`src/logic/rdu_pkg.sv`:
```
`default_nettype none

package rdu_pkg;

    // ==================================================
    // Sizes
    // ==================================================
    localparam int data_w  = 32;
    localparam int addr_w  = 4;
    localparam int win_len = 4;
    localparam int cnt_w   = $clog2(win_len);
    localparam int n_lane  = 2;

    // ==================================================
    // Diagnostic constants
    // ==================================================
    // First read-only row, rows 12..15 hold the test pattern
    localparam logic [addr_w-1:0] diag_base = addr_w'(12);

    // Fixed operands, index 0 sits at diag_base
    localparam logic [win_len-1:0][data_w-1:0] diag_word = {
        32'h0a5b6c7d,
        32'h1f2e3d4c,
        32'h4247f646,
        32'h413ff9c7
    };

    // Expected diagnostic sum, wraps at 2^32
    localparam logic [data_w-1:0] diag_golden =
        diag_word[0] + diag_word[1] + diag_word[2] + diag_word[3];

    // XOR pattern per lane when forced
    localparam logic [n_lane-1:0][data_w-1:0] force_mask = {32'h2, 32'h1};

    // ==================================================
    // Types
    // ==================================================
    typedef enum logic [2:0] {
        st_idle,
        st_adde,
        st_wait_lane,
        st_addq,
        st_chk,
        st_dgdt,
        st_done
    } seq_state_e;

    // Host write port, 37 bits
    typedef struct packed {
        logic              en;
        logic [addr_w-1:0] addr;
        logic [data_w-1:0] data;
    } host_wr_t;

    typedef struct packed {
        logic              req;
        logic [addr_w-1:0] addr;
    } mem_req_t;

    typedef struct packed {
        logic              rvalid;
        logic [data_w-1:0] rdata;
    } mem_rsp_t;

    // Sequencer phase strobes
    typedef struct packed {
        logic adde;
        logic addq;
        logic dgdt;
        logic done;
        logic pass_diag;
    } phase_t;

    typedef struct packed {
        logic              done;
        logic [data_w-1:0] result;
    } lane_res_t;

    typedef struct packed {
        logic              done;
        logic [data_w-1:0] result;
        logic              lane;
        logic              rdu_fault;
        logic              hw_fault;
    } cal_out_t;

endpackage

`default_nettype wire

```
`src/logic/opnd_mem.sv`:
```
`timescale 1ns/100ps
`default_nettype none

module opnd_mem (
    input  wire                  clk_sys,
    input  wire                  rst_sys_n,
    input  rdu_pkg::host_wr_t    host_wr,
    input  rdu_pkg::mem_req_t    rd_req,
    output rdu_pkg::mem_rsp_t    rd_rsp
);

    // Only the writable rows are stored
    logic [rdu_pkg::data_w-1:0] mem [0:rdu_pkg::diag_base-1];
    logic                       rvalid_q;
    logic [rdu_pkg::data_w-1:0] rdata_q;
    logic [1:0]                 diag_idx;

    // Offset into the diagnostic pattern
    assign diag_idx = 2'(rd_req.addr - rdu_pkg::diag_base);

    // ==================================================
    // Host write port ignores rows 12..15
    // ==================================================
    always_ff @(posedge clk_sys or negedge rst_sys_n) begin
        if (!rst_sys_n) begin
            for (int i = 0; i < int'(rdu_pkg::diag_base); i++) begin
                mem[i] <= '0;
            end
        end else if (host_wr.en && (host_wr.addr < rdu_pkg::diag_base)) begin
            mem[host_wr.addr] <= host_wr.data;
        end
    end

    // ==================================================
    // Registered read with one cycle latency
    // ==================================================
    always_ff @(posedge clk_sys or negedge rst_sys_n) begin
        if (!rst_sys_n) begin
            rvalid_q <= 1'b0;
        end else begin
            rvalid_q <= rd_req.req;
        end
    end

    // Read data register
    always_ff @(posedge clk_sys) begin
        if (rd_req.req) begin
            if (rd_req.addr >= rdu_pkg::diag_base) begin
                rdata_q <= rdu_pkg::diag_word[diag_idx];
            end else begin
                rdata_q <= mem[rd_req.addr];
            end
        end
    end

    assign rd_rsp = '{rvalid: rvalid_q, rdata: rdata_q};

endmodule

`default_nettype wire

```
`src/logic/mem_arb.sv`:
```
`timescale 1ns/100ps
`default_nettype none

module mem_arb (
    input  wire                                    clk_sys,
    input  wire                                    rst_sys_n,
    input  rdu_pkg::mem_req_t [rdu_pkg::n_lane-1:0] lane_req,
    output rdu_pkg::mem_rsp_t [rdu_pkg::n_lane-1:0] lane_rsp,
    output rdu_pkg::mem_req_t                      mem_req,
    input  rdu_pkg::mem_rsp_t                      mem_rsp
);

    logic                      last_gnt;
    logic                      pend_vld;
    logic                      pend_own;
    logic [rdu_pkg::n_lane-1:0] elig;
    logic                      gnt_vld;
    logic                      gnt_own;

    // Lane with a read in flight sits out this cycle
    // (its req is still high until rvalid lands)
    assign elig[0] = lane_req[0].req && !(pend_vld && !pend_own);
    assign elig[1] = lane_req[1].req && !(pend_vld && pend_own);

    // Round-robin pick
    always_comb begin
        gnt_vld = elig[0] | elig[1];
        if (elig[0] && elig[1]) begin
            // Both pending, other lane wins
            gnt_own = ~last_gnt;
        end else begin
            gnt_own = elig[1];
        end
    end

    assign mem_req = '{req: gnt_vld, addr: lane_req[gnt_own].addr};

    // Grant owner tracking
    always_ff @(posedge clk_sys or negedge rst_sys_n) begin
        if (!rst_sys_n) begin
            last_gnt <= 1'b0;
            pend_vld <= 1'b0;
            pend_own <= 1'b0;
        end else begin
            pend_vld <= gnt_vld;
            if (gnt_vld) begin
                last_gnt <= gnt_own;
                pend_own <= gnt_own;
            end
        end
    end

    // Response back to the owner only
    assign lane_rsp[0] = '{rvalid: mem_rsp.rvalid && !pend_own, rdata: mem_rsp.rdata};
    assign lane_rsp[1] = '{rvalid: mem_rsp.rvalid && pend_own, rdata: mem_rsp.rdata};

endmodule

`default_nettype wire

```
`src/logic/calc_lane.sv`:
```
`timescale 1ns/100ps
`default_nettype none

module calc_lane (
    input  wire                          clk_sys,
    input  wire                          rst_sys_n,
    input  rdu_pkg::phase_t              phase,
    input  wire [rdu_pkg::addr_w-1:0]    base,
    input  wire                          force_en,
    input  wire [rdu_pkg::data_w-1:0]    force_val,
    output rdu_pkg::mem_req_t            req,
    input  rdu_pkg::mem_rsp_t            rsp,
    output rdu_pkg::lane_res_t           res
);

    localparam logic [rdu_pkg::cnt_w-1:0] last_idx = rdu_pkg::cnt_w'(rdu_pkg::win_len - 1);

    logic                        req_q;
    logic [rdu_pkg::addr_w-1:0]  addr_q;
    logic [rdu_pkg::cnt_w-1:0]   cnt_q;
    logic                        done_q;
    logic [rdu_pkg::data_w-1:0]  acc_q;
    logic [rdu_pkg::data_w-1:0]  result_q;
    logic [rdu_pkg::data_w-1:0]  sum_fin;
    logic                        last_word;

    // Fourth operand arriving
    assign last_word = rsp.rvalid && (cnt_q == last_idx);

    // Final sum, corrupted when forced
    assign sum_fin = (acc_q + rsp.rdata) ^ (force_en ? force_val : '0);

    // ==================================================
    // Fetch control
    // ==================================================
    always_ff @(posedge clk_sys or negedge rst_sys_n) begin
        if (!rst_sys_n) begin
            req_q  <= 1'b0;
            addr_q <= '0;
            cnt_q  <= '0;
            done_q <= 1'b0;
        end else begin
            // Done is a single pulse
            done_q <= 1'b0;
            if (phase.adde) begin
                req_q  <= 1'b1;
                addr_q <= base;
                cnt_q  <= '0;
            end else if (rsp.rvalid) begin
                // Next word, address wraps mod 16
                cnt_q  <= cnt_q + 1'b1;
                addr_q <= addr_q + 1'b1;
                if (last_word) begin
                    req_q  <= 1'b0;
                    done_q <= 1'b1;
                end
            end
        end
    end

    // ==================================================
    // Accumulator and result
    // ==================================================
    always_ff @(posedge clk_sys) begin
        if (phase.adde) begin
            acc_q <= '0;
        end else if (rsp.rvalid) begin
            acc_q <= acc_q + rsp.rdata;
            // Result held until next adde
            if (last_word) begin
                result_q <= sum_fin;
            end
        end
    end

    assign req = '{req: req_q, addr: addr_q};
    assign res = '{done: done_q, result: result_q};

endmodule

`default_nettype wire

```
`src/logic/cal_seq.sv`:
```
`timescale 1ns/100ps
`default_nettype none

module cal_seq (
    input  wire                          clk_sys,
    input  wire                          rst_sys_n,
    input  wire                          start,
    input  wire [rdu_pkg::addr_w-1:0]    opnd_base,
    input  wire                          chn_en,
    input  wire [rdu_pkg::n_lane-1:0]    lane_done,
    input  wire                          dgd_mode,
    output rdu_pkg::phase_t              phase,
    output logic [rdu_pkg::addr_w-1:0]   base
);

    rdu_pkg::seq_state_e           state;
    logic [rdu_pkg::addr_w-1:0]    base_q;
    logic                          pass_diag;
    logic [rdu_pkg::n_lane-1:0]    done_seen;
    logic [rdu_pkg::n_lane-1:0]    done_all;

    // Lane done pulses seen so far, including this cycle
    assign done_all = done_seen | lane_done;

    // ==================================================
    // Phase FSM
    // ==================================================
    always_ff @(posedge clk_sys or negedge rst_sys_n) begin
        if (!rst_sys_n) begin
            state     <= rdu_pkg::st_idle;
            base_q    <= '0;
            pass_diag <= 1'b0;
            done_seen <= '0;
        end else begin
            case (state)
                rdu_pkg::st_idle: begin
                    // Start ignored unless channel enabled
                    if (start && chn_en) begin
                        base_q <= opnd_base;
                        state  <= rdu_pkg::st_adde;
                    end
                end
                rdu_pkg::st_adde: begin
                    done_seen <= '0;
                    state     <= rdu_pkg::st_wait_lane;
                end
                rdu_pkg::st_wait_lane: begin
                    done_seen <= done_all;
                    if (&done_all) begin
                        state <= rdu_pkg::st_addq;
                    end
                end
                rdu_pkg::st_addq: begin
                    state <= pass_diag ? rdu_pkg::st_dgdt : rdu_pkg::st_chk;
                end
                rdu_pkg::st_chk: begin
                    // Mismatch flagged, rerun on diagnostic rows
                    if (dgd_mode) begin
                        pass_diag <= 1'b1;
                        state     <= rdu_pkg::st_adde;
                    end else begin
                        state <= rdu_pkg::st_done;
                    end
                end
                rdu_pkg::st_dgdt: state <= rdu_pkg::st_done;
                rdu_pkg::st_done: begin
                    pass_diag <= 1'b0;
                    state     <= rdu_pkg::st_idle;
                end
                default: state <= rdu_pkg::st_idle;
            endcase
        end
    end

    // Strobes decoded from state
    assign phase = '{adde:      state == rdu_pkg::st_adde,
                     addq:      state == rdu_pkg::st_addq,
                     dgdt:      state == rdu_pkg::st_dgdt,
                     done:      state == rdu_pkg::st_done,
                     pass_diag: pass_diag};

    assign base = pass_diag ? rdu_pkg::diag_base : base_q;

endmodule

`default_nettype wire

```
`src/logic/rdu_diag.sv`:
```
`timescale 1ns/100ps
`default_nettype none

module rdu_diag (
    input  wire                   clk_sys,
    input  wire                   rst_sys_n,
    input  rdu_pkg::phase_t       phase,
    input  rdu_pkg::lane_res_t    res0,
    input  rdu_pkg::lane_res_t    res1,
    output logic                  dgd_mode,
    output rdu_pkg::cal_out_t     cal_out
);

    // Normal-pass results
    logic [rdu_pkg::data_w-1:0] r0_q;
    logic [rdu_pkg::data_w-1:0] r1_q;
    logic [rdu_pkg::data_w-1:0] out_q;
    logic                       err0;
    logic                       err1;
    logic                       lane_sel;
    logic                       rdu_fault;
    logic                       hw_fault;
    logic                       done_q;
    logic                       addq_norm;
    logic                       addq_diag;

    assign addq_norm = phase.addq && !phase.pass_diag;
    assign addq_diag = phase.addq && phase.pass_diag;

    // ==================================================
    // Result capture
    // ==================================================
    always_ff @(posedge clk_sys) begin
        if (addq_norm) begin
            r0_q <= res0.result;
            r1_q <= res1.result;
        end
        // Output from the recovery lane
        if (phase.done) begin
            out_q <= lane_sel ? r1_q : r0_q;
        end
    end

    // ==================================================
    // Compare and diagnosis
    // ==================================================
    always_ff @(posedge clk_sys or negedge rst_sys_n) begin
        if (!rst_sys_n) begin
            dgd_mode  <= 1'b0;
            err0      <= 1'b0;
            err1      <= 1'b0;
            lane_sel  <= 1'b0;
            rdu_fault <= 1'b0;
            hw_fault  <= 1'b0;
            done_q    <= 1'b0;
        end else begin
            done_q <= phase.done;

            // Lanes disagree, enter diagnosis once
            // no re-entry after a fault is latched
            if (addq_norm && (res0.result != res1.result) && !rdu_fault) begin
                dgd_mode <= 1'b1;
            end

            // Golden check per lane
            if (addq_diag) begin
                err0 <= (res0.result != rdu_pkg::diag_golden);
                err1 <= (res1.result != rdu_pkg::diag_golden);
            end

            if (phase.dgdt) begin
                dgd_mode <= 1'b0;
                // Prefer lane 0, fall back to lane 1
                if (!err0) begin
                    lane_sel <= 1'b0;
                end else if (!err1) begin
                    lane_sel <= 1'b1;
                end
                // Both wrong keeps previous select
                rdu_fault <= err0 | err1;
                hw_fault  <= err0 & err1;
            end
        end
    end

    assign cal_out = '{done:      done_q,
                       result:    out_q,
                       lane:      lane_sel,
                       rdu_fault: rdu_fault,
                       hw_fault:  hw_fault};

endmodule

`default_nettype wire

```
`src/logic/rdu_top.sv`:
```
`timescale 1ns/100ps
`default_nettype none

module rdu_top (
    input  wire                          clk_sys,
    input  wire                          rst_sys_n,
    input  rdu_pkg::host_wr_t            host_wr,
    input  wire                          start,
    input  wire [rdu_pkg::addr_w-1:0]    opnd_base,
    input  wire                          chn_en,
    input  wire [rdu_pkg::n_lane-1:0]    fault_force,
    output rdu_pkg::cal_out_t            cal_out
);

    // Shared memory port
    rdu_pkg::mem_req_t                       mem_req;
    rdu_pkg::mem_rsp_t                       mem_rsp;
    // Per-lane bus
    rdu_pkg::mem_req_t [rdu_pkg::n_lane-1:0] lane_req;
    rdu_pkg::mem_rsp_t [rdu_pkg::n_lane-1:0] lane_rsp;
    rdu_pkg::lane_res_t                      res0;
    rdu_pkg::lane_res_t                      res1;
    // Sequencer outputs
    rdu_pkg::phase_t                         phase;
    logic [rdu_pkg::addr_w-1:0]              base;
    logic                                    dgd_mode;

    // ==================================================
    // Operand storage and arbitration
    // ==================================================
    opnd_mem u_opnd_mem (
        .clk_sys, .rst_sys_n, .host_wr,
        .rd_req (mem_req),
        .rd_rsp (mem_rsp)
    );

    mem_arb u_mem_arb (
        .clk_sys, .rst_sys_n, .lane_req, .lane_rsp, .mem_req, .mem_rsp
    );

    // ==================================================
    // Redundant lanes
    // ==================================================
    calc_lane u_lane0 (
        .clk_sys, .rst_sys_n, .phase, .base,
        .force_en  (fault_force[0]),
        .force_val (rdu_pkg::force_mask[0]),
        .req       (lane_req[0]),
        .rsp       (lane_rsp[0]),
        .res       (res0)
    );

    calc_lane u_lane1 (
        .clk_sys, .rst_sys_n, .phase, .base,
        .force_en  (fault_force[1]),
        .force_val (rdu_pkg::force_mask[1]),
        .req       (lane_req[1]),
        .rsp       (lane_rsp[1]),
        .res       (res1)
    );

    // Control and diagnosis
    cal_seq u_cal_seq (
        .clk_sys, .rst_sys_n, .start, .opnd_base, .chn_en,
        .lane_done ({res1.done, res0.done}),
        .dgd_mode, .phase, .base
    );

    rdu_diag u_rdu_diag (
        .clk_sys, .rst_sys_n, .phase, .res0, .res1, .dgd_mode, .cal_out
    );

endmodule

`default_nettype wire

```
`config.mk`:
```
export PLATFORM = sky130hd
export DESIGN_NAME = rdu_top
export DESIGN_NICKNAME = d
export VERILOG_FILES = /design/src/logic/rdu_pkg.sv /design/src/logic/opnd_mem.sv /design/src/logic/mem_arb.sv /design/src/logic/calc_lane.sv /design/src/logic/cal_seq.sv /design/src/logic/rdu_diag.sv /design/src/logic/rdu_top.sv
export SDC_FILE = /design/constraint.sdc
export NUM_CORES = 1
export LEC_CHECK = 0
export BUFFER_PORTS_ARGS = -buffer_cell sky130_fd_sc_hd__buf_2
export CORE_AREA = 3 3 245 247
export CTS_CLUSTER_SIZE = 8
export DETAILED_ROUTE_END_ITERATION = 12
export DIE_AREA = 0 0 248 250
export GPL_TIMING_DRIVEN = 0
export PLACE_DENSITY = 0.71
export SLEW_MARGIN = 20
export SYNTH_ARGS = -nofsm -noshare
export SYNTH_HDL_FRONTEND = slang
export SYNTH_SLANG_ARGS = --single-unit
```
`constraint.sdc`:
```
create_clock -name clk_sys -period 5.5 [get_ports clk_sys]
set_input_delay 0.55 -clock clk_sys [delete_from_list [all_inputs] [get_ports clk_sys]]
set_output_delay 0.55 -clock clk_sys [all_outputs]
set_load 0.01 [all_outputs]
```
; Word-level counts from Yosys, hierarchy flattened
; Cells that the tools add are included.
; W data, S select, Z words.
[totals]
wordCells = 164
reg_bits = 675
[classes]
n_eq_ne = 15
n_lt_le_gt_ge = 7
reduce_logical = 36
mux = 48
bitwise = 10
addsub = 7
[ops]
columns = cell, count
row1 = $bwmux W384, 1
row2 = $mux W32, 6
row3 = $bmux W32 S4, 1
row4 = $demux W32 S4, 1
row5 = $add A32 B32 Y32, 2
row6 = $bmux W32 S2, 1
row7 = $ne A32 B32 Y1 const B, 2
row8 = $xor A32 B32 Y32, 2
row9 = $ne A32 B32 Y1, 1
row10 = $mux W4, 7
row11 = $mux W1, 20
row12 = $pmux W3 S6, 1
row13 = $logic_and A1 B1 Y1, 14
row14 = $reduce_and A2 Y1, 7
row15 = $reduce_bool A2 Y1, 7
row16 = $ge A5 B5 Y1 const B, 2
row17 = $mux W2, 5
row18 = $not A4 Y5, 2
row19 = $eq A3 B3 Y1 const B, 3
row20 = $mux W3, 3
row21 = $add A4 B1 Y4 const B, 2
row22 = $eq A3 B2 Y1 const B, 2
row23 = $ne A2 B1 Y1 const B, 3
row24 = $reduce_and A3 Y1, 2
row25 = other kinds (18), 26

; Longest topological paths before layout
; Gate-level depths: netlist of run 1.
[depth]
ltp_word = 13
depth_mapped = 12
depth_no_buf = 12

; Modules after synthesis
; From an unflattened synthesis of run 1, not the netlist that was laid out.
[hier_totals]
hier_cells = 2581
hier_area_um2 = 33768.6
[modules_own_cells]
columns = module, area_per_inst_um2, cells_each, instances
row1 = opnd_mem, 18992.0, 1202, 1
row2 = calc_lane at u_lane0, 4789.6, 513, 1
row3 = calc_lane at u_lane1, 4719.5, 506, 1
row4 = rdu_diag, 4080.2, 224, 1
row5 = mem_arb, 656.9, 81, 1
row6 = cal_seq, 523.0, 53, 1
row7 = rdu_top, 7.5, 2, 1

; Worst setup path after synthesis of run 1
; Ideal clock, no wire load.
[synth_timing]
kind = reg-to-reg
from = register u_cal_seq.state[0]
to = register u_rdu_diag.r0_q[0] (netlist bit), enable pin
slack_ps = 1566
setup_ps = 487
t_required_ps = 5013
path_buffers = 1
path_stages_with_launch = 4
arrival_ps = 3448
cell_sequence = dfrtp_1 > clkbuf_1 > nand3b_1 > nor2_1
[synth_via]
elab_chain_len = 2
[synth_rtl]
columns = element, line
row1 = from (decl), cal_seq.sv:16  ; rdu_pkg::seq_state_e state;
row2 = from (signal assigned), cal_seq.sv:30  ; state <= rdu_pkg::st_idle;
row3 = from (signal assigned), cal_seq.sv:40  ; state <= rdu_pkg::st_adde;
row4 = from (signal assigned), cal_seq.sv:45  ; state <= rdu_pkg::st_wait_lane;
row5 = $eq A3 B2 Y1, cal_seq.sv:77  ; addq: state == rdu_pkg::st_addq,
row6 = $logic_and A1 B1 Y1, rdu_diag.sv:27  ; assign addq_norm = phase.addq && !phase.pass_diag;
row7 = via u_rdu_diag.addq_norm, rdu_diag.sv:24  ; logic addq_norm;
row8 = to (signal assigned), rdu_diag.sv:35  ; r0_q <= res0.result;
row9 = to (decl), rdu_diag.sv:15  ; logic [rdu_pkg::data_w-1:0] r0_q;
; The timed path passes the listed nets, and every way through them passes these cells.
; A chain may end at the register's enable or synchronous reset.

; Worst setup path in the final report of run 1
[layout_timing]
from = register u_mem_arb.last_gnt
to = register u_opnd_mem.rdata_q[0] (netlist bit) (data pin)
[layout_via]
elab_chain_len = 13
[layout_rtl]
columns = element, line
row1 = from (decl), mem_arb.sv:13  ; logic last_gnt;
row2 = from (signal assigned), mem_arb.sv:47  ; last_gnt <= gnt_own;
row3 = $logic_not A1 Y1, n/a
row4 = $logic_and A1 B1 Y1, n/a
row5 = $logic_not A1 Y1, n/a
row6 = $logic_and A1 B1 Y1 (2 in a row), n/a
row7 = $mux W1 *, mem_arb.sv:28  ; if (elig[0] && elig[1]) begin
row8 = $mux W4 (not written as such) * (2 in a row), mem_arb.sv:36  ; assign mem_req = '{req: gnt_vld, addr: lane_req[gnt_own].addr};
row9 = $not A4 Y5 (not written as such), opnd_mem.sv:51  ; rdata_q <= mem[rd_req.addr];
row10 = $bmux W32 S4, opnd_mem.sv:51
row11 = $mux W32 (not written as such) (2 in a row), opnd_mem.sv:51
row12 = $mux W32 *, opnd_mem.sv:48  ; if (rd_req.addr >= rdu_pkg::diag_base) begin
row13 = to (signal assigned), opnd_mem.sv:49  ; rdata_q <= rdu_pkg::diag_word[diag_idx];
row14 = to (signal assigned), opnd_mem.sv:51
row15 = to (decl), opnd_mem.sv:15  ; logic [rdu_pkg::data_w-1:0] rdata_q;
; Mark *: on every way between the ends. The rest lies on a longest branch, timed or not. The select of a mux whose other input is x is not followed.

==> impl_metrics.yaml, run 1 <==
power_and_ir_drop:
  seq_power_share: 0.318
  power_frac_clock: 0.212
  p_per_area_mw_per_mm2: 687
  power_switching_mw: 10.6
  p_leak_nw: 14.9
  swShare: 0.427
  p_comb_frac: 0.471
  internal_power_mw: 14.2
  peakVddDrop_uv: 480
sta:
  hold_viol: 0
  max-slew-margin-rel: 0.185
  final-setup-viol-count: 0
  drv_slew: 0
  tightestPinTransition_ns: 1.22
  fin_skew_ns: 0.0183
  setup_ws_ns: 0.386
  fin_crit_ns: 5.11
  period_share: 0.930
  rsz0062_at_grt: "no"
  fmax_mhz: 196
worst_setup_path:
  cp_slowest_cell: "mux2i_1"
  slowest_delay_ns: 0.97
  cp-end-kind: "flip-flop"
  path_buf_inv: 4
  required_ns: 5.85
  arrival_ns: 5.46
  cp_top_family: "buffers and inverters"
  cp_max_fo: 13
  startpoint_type: "flip-flop"
  path_cells: "buf_2 -> o21ai_1 -> nand2_1 -> mux2i_1 -> clkbuf_1 -> buf_1 -> clkbuf_1 -> ha_1 -> mux4_2"
  rrSetupSlack_ns: 0.39
  crit_type: "flip-flop to flip-flop"
  crit_top_cell: "clkbuf_1"
final_layout:
  layout-drive-gt1-share: 0.218
  design_area_sq_mm: 0.0360
  regArea_sq_mm: 0.0175
  fin_nets: 3111
  multiInputGateArea_sq_mm: 0.0134
  final-instance-count-excl-fill: 3795
  area_delta_synth_final_pct: 13.4
  fillers: 4563
global_route:
  grt_max_degree: 103
  grt_pass1_vias: 23500
  grt_pass1_wl_um: 137000
  overflow: 0
  grtUsageTotal: 0.293
  antenna_found_initial: 5
yosys:
  ys_types: 74
  syn_inst: 2800
  synth.ff_latch_count: 675
  postSynthAreaPerCell_sq_um: 11.4
  yosysSeqAreaShare: 0.552
  synth_nets: 2923
  synthTopCellsByArea: "dfrtp_1, edfxtp_1, mux2_2, nand2_1, dfxtp_1"
  synth.top_cell.area_share: 0.330
  syn-cell-area_sq_mm: 0.0318
  async_flop_share: 0.621
  ys.flop_type: "dfrtp_1"
  synth_edf_count: 192
  ys_warn_count: 0
  synth_top_cell_by_area: "dfrtp_1"
placement:
  io_buffers: 82
  dp_cells: 3655
  pre_cts_ws_ns: 0.484
  dpl.hpwl_um: 63500
  place_area_sq_mm: 0.0334
  gp_congestion: 1.03
run_status:
  outcome: "complete, no violations"
die:
  core-area_sq_mm: 0.0578
  die_x_um: 248
  start_util: 0.550
  rows: 88
  die_h_um: 250
  die-area_sq_mm: 0.0620
  io_pins: 83
detailed_routing:
  first_iter_violations: 1949
  antenna_left: 0
  via_per_inst: 6.11
  num_vias: 23200
  drtPass1Iterations: 5
  wire_per_inst_um: 23.8
  drc: 0
  drt-total-wl_um: 90300
clock_tree:
  path_clk_slew_ns: 0.05
  htree_levels: 3
  cts_inserted_buffers: 94
  cts_buffer_depth: 3
  cts_setup_buffers: 0
  root_buffer: "clkbuf_16"
  clock_latency_ns: 0.64
  hold_buffers: 1
  cts.sinks: 675
  cts_tree: "yes"
  cts.repair.resized: 0
run:
  cap_violations: 0
worst_hold_path:
  hp-class: "input port to flip-flop"
power groups by stage:
stage          Combinational, mW  Clock [mW]  Sequential (mW)
2_1_floorplan               7.53           0             7.63
3_5_place_dp                11.4           0             7.91
6_report                    11.7        5.24             7.87
3_3_place_gp                11.1           0             7.86
5_1_grt                     12.6        5.53             7.99
4_1_cts                     11.4        5.32             7.84
layer usage:
layer	vias up	wire, um	share of wire	track usage
met5	-	60	0.00066	0
met4	8	4210	0.047	0.128
met3	259	6170	0.068	0.0574
met2	979	44300	0.49	0.495
met1	11600	35500	0.39	0.366
li1	10400	-	-	-
per-stage QoR:
step	power, mW	TNS (ns)	util	hold slack, ns
2_1_floorplan	15.2	0	-	0.254
3_3_place_gp	19.0	-1700.15	0.574	0.444
3_5_place_dp	19.3	0	0.578	0.449
4_1_cts	24.6	0	0.624	0.126
5_1_grt	26.2	0	0.624	0.142
6_report	24.8	0	0.624	0.151
worst register-to-register path, cell delays in order, from the launching register on:
cell,delay (ns)
dfrtp_1,0.31
buf_2,0.16
o21ai_1,0.09
nand2_1,0.28
mux2i_1,0.97
clkbuf_1,0.58
buf_1,0.60
clkbuf_1,0.83
ha_1,0.45
mux4_2,0.57
cell usage after synthesis (12+ instances only):
| master | instances |
|---|---|
| a31oi_1 | 64 |
| xnor2_1 | 74 |
| nand2b_1 | 17 |
| o211ai_1 | 14 |
| and3_1 | 61 |
| buf_1 | 36 |
| dfrtp_1 | 419 |
| nand3_1 | 103 |
| nor2_1 | 84 |
| ha_1 | 74 |
| edfxtp_1 | 192 |
| nand4_1 | 27 |
| inv_1 | 28 |
| nor3_1 | 18 |
| buf_2 | 12 |
| nand2_1 | 520 |
| a311oi_1 | 15 |
| o21ai_0 | 72 |
| xor2_1 | 26 |
| dfxtp_1 | 64 |
| a21o_1 | 17 |
| mux2_2 | 423 |
| a21oi_1 | 128 |
| clkbuf_1 | 145 |
cell type report:
type / count / share of cell area
flip-flops and latches: 675 / 0.486
multi-input cells: 1899 / 0.372
clock buffers: 131 / 0.0703
well taps: 765 / 0.0266
plain buffers: 197 / 0.0213
repair buffers: 92 / 0.0176
inverters: 29 / 0.00302
clock inverters: 6 / 0.00281
diodes: 1 / 0.0000694
worst paths after layout:
path | from | to | cells after the start
worst min register to register | u_lane0.acc_q[27] | u_lane0.acc_q[27] | 2
worst min-delay path | opnd_base[3] | u_cal_seq.base_q[3] | 2
worst max register to register | u_mem_arb.last_gnt | u_opnd_mem.rdata_q[0] | 9
worst max-delay path | u_mem_arb.last_gnt | u_opnd_mem.rdata_q[0] | 9
max in group asynchronous | rst_sys_n | u_opnd_mem.mem[305] | 4
min in group asynchronous | rst_sys_n | u_opnd_mem.mem[186] | 2
cell families after synthesis:
family	count (synthesis)	synth area share
AOI/OAI and AO/OA	401	0.0801
xor gates and xnor gates	100	0.0276
adders and majority gates	76	0.0304
buffers and inverters	226	0.0276
DFF	675	0.552
muxes	443	0.160
and+or+nand+nor	879	0.123
cells in the final DEF, fill, tap and decap left out, types with 18 or more instances in the layout:
| master | n |
|---|---|
| nand2_1 | 520 |
| mux2_2 | 423 |
| dfrtp_1 | 419 |
| edfxtp_1 | 192 |
| clkbuf_1 | 180 |
| a21oi_1 | 127 |
| nand3_1 | 103 |
| clkbuf_16 | 96 |
| buf_2 | 93 |
| nor2_1 | 83 |
| xnor2_1 | 74 |
| ha_1 | 74 |
| o21ai_0 | 72 |
| a31oi_1 | 64 |
| dfxtp_1 | 64 |
| and3_1 | 59 |
| buf_1 | 36 |
| inv_1 | 28 |
| nand4_1 | 27 |
| xor2_1 | 26 |
| nor3_1 | 18 |
sequential cells by signal, summed over array words and instances (netlist names), 4 cells and up:
| register | flops |
|---|---|
| u_lane1.result_q | 32 |
| u_lane1.acc_q | 32 |
| u_lane0.addr_q | 4 |
| u_cal_seq.base_q | 4 |
| u_lane0.acc_q | 32 |
| u_rdu_diag.r1_q | 32 |
| u_lane0.result_q | 32 |
| u_rdu_diag.r0_q | 32 |
| u_opnd_mem.rdata_q | 32 |
| u_lane1.addr_q | 4 |
| u_opnd_mem.mem | 384 |
| u_rdu_diag.out_q | 32 |
(Power assumes the default switching activity.)
==> run 2, diff against run 1 <==
PLACE_DENSITY = 0.78   (was 0.71)
==> run 2 against run 1 <==
  * Critical path depth stayed put
  * Worst hold slack better by 0.013 ns
  * Fmax is 3.9% higher
  * Flip-flop and latch count stayed put
  * Final area hardly changed
  * Die area stayed put
  * Clock-buffer cell count is 1 higher
  * First-iteration DRC count is 8.8% higher
  * Setup slack better by 0.19 ns
  * Utilization hardly changed
  * Largest cell class unchanged
  * Largest power group unchanged
  * Highest routed layer unchanged
==> impl_metrics.yaml, run 2 (synthesized netlist as in run 1, its figures left out) <==
run_status:
  outcome: "complete, no violations"
sta:
  fmax_mhz: 203
  fin_hold_ws_ns: 0.164
  period_share: 0.894
  fin_skew_ns: 0.0199
  hold_viol: 0
  rsz0062_at_grt: "no"
  tightestPinTransition_ns: 1.22
  fin_crit_ns: 4.92
  final-setup-viol-count: 0
  max-slew-margin-rel: 0.189
  drv_slew: 0
clock_tree:
  cts_tree: "yes"
  htree_levels: 3
  path_clk_slew_ns: 0.05
  cts_buffer_depth: 3
  hold_buffers: 1
  cts.sinks: 675
  clock_latency_ns: 0.64
  cts_setup_buffers: 0
  root_buffer: "clkbuf_16"
  cts.repair.resized: 0
  cts_inserted_buffers: 94
die:
  die_x_um: 248
  die_h_um: 250
  die-area_sq_mm: 0.0620
  rows: 88
  start_util: 0.550
  core-area_sq_mm: 0.0578
  io_pins: 83
detailed_routing:
  drc: 0
  num_vias: 23300
  wire_per_inst_um: 23.9
  antenna_left: 0
  via_per_inst: 6.14
  drtPass1Iterations: 6
  drt-total-wl_um: 90700
  first_iter_violations: 2121
placement:
  io_buffers: 82
  gp_congestion: 1.05
  dpl.hpwl_um: 63200
  place_area_sq_mm: 0.0334
global_route:
  overflow: 0
  grt_pass1_wl_um: 138000
  grt_max_degree: 100
  grtUsageTotal: 0.292
  antenna_found_initial: 2
  grt_pass1_vias: 24000
final_layout:
  layout-drive-gt1-share: 0.217
  layout_common_cells: "nand2_1, mux2_2, dfrtp_1"
  final_common_cell: "nand2_1"
  largest_register_ffs: 384
  area_delta_synth_final_pct: 13.4
  fin_nets: 3110
  utilization: 0.623
  design_area_sq_mm: 0.0360
  regMostFlops: "u_opnd_mem.mem"
worst_setup_path:
  arrival_ns: 5.26
  startpoint_type: "flip-flop"
  crit_type: "flip-flop to flip-flop"
  cp_max_fo: 13
  cp-end-kind: "flip-flop"
  required_ns: 5.84
power_and_ir_drop:
  p_per_area_mw_per_mm2: 690
  p_leak_nw: 14.9
  peakVddDrop_uv: 399
run:
  cap_violations: 0
worst_hold_path:
  hp-class: "input port to flip-flop"
## run 2: cell types whose count changed in the layout (fill, tap and decap cells not counted)
cell        previous run  this run
clkinv_16              2         0
inv_16                 0         2
inv_6                  2         0
bufinv_16              0         1
clkbuf_16             96        97
clkbuf_2               1         0
clkinv_8               1         0
clkinvlp_4             1         0
## run 2: path summary, 6_finish.rpt
kind	depth (start not counted)	slack [ns]	end	startpoint
hold reg to reg	2	0.46	u_lane1.acc_q[9]	u_lane1.acc_q[9]
setup / recovery	9	0.58	u_opnd_mem.rdata_q[0]	u_mem_arb.last_gnt
min in group asynchronous	2	0.39	u_opnd_mem.mem[220]	rst_sys_n
setup reg to reg	9	0.58	u_opnd_mem.rdata_q[0]	u_mem_arb.last_gnt
hold / removal	2	0.16	u_cal_seq.base_q[3]	opnd_base[3]
max in group asynchronous	4	3.80	u_opnd_mem.mem[201]	rst_sys_n
## run 2: through the flow
stage	power, mW	setup WS (ns)	cells	setup TNS, ns
finish	24.9	0.581	3792	0
global route	26.1	0.472	3791	0
CTS	24.6	0.684	3791	0
detailed placement	19.3	0.650	3655	0
global placement	18.9	-3.96	3647	-1645.82
floorplan	15.2	1.57	2800	0
## run 2: routing by layer
layer / up-vias / track usage / share of wire
met5: - / 0 / 0.00014
met4: 2 / 0.144 / 0.051
met3: 308 / 0.0510 / 0.072
met2: 1137 / 0.492 / 0.49
met1: 11500 / 0.363 / 0.38
li1: 10400 / - / -
## run 2: area by class of cell
cell class              count  area, sq um
flip-flops and latches    675        17500
multi-input cells        1899        13400
diodes                      1         2.50
well taps                 765          957
plain buffers             197          769
inverters                  29          109
clock buffers             132         2560
clock inverters             3         70.1
fillers                  4524        21800
repair buffers             91          628
## run 2: where the power goes
part           total (mW)  internal, mW  switching [mW]
registers            7.88          7.04           0.840
logic                11.7          4.00            7.69
clock network        5.30          3.22            2.08
## run 2: critical path: stages, from the launching register on
cell and delay, ns:
dfrtp_1 0.32, buf_2 0.17, o21ai_1 0.08, nand2_1 0.28, mux2i_1 0.93, clkbuf_1 0.53, buf_1 0.60, clkbuf_1 0.70
ha_1 0.44, mux4_2 0.58
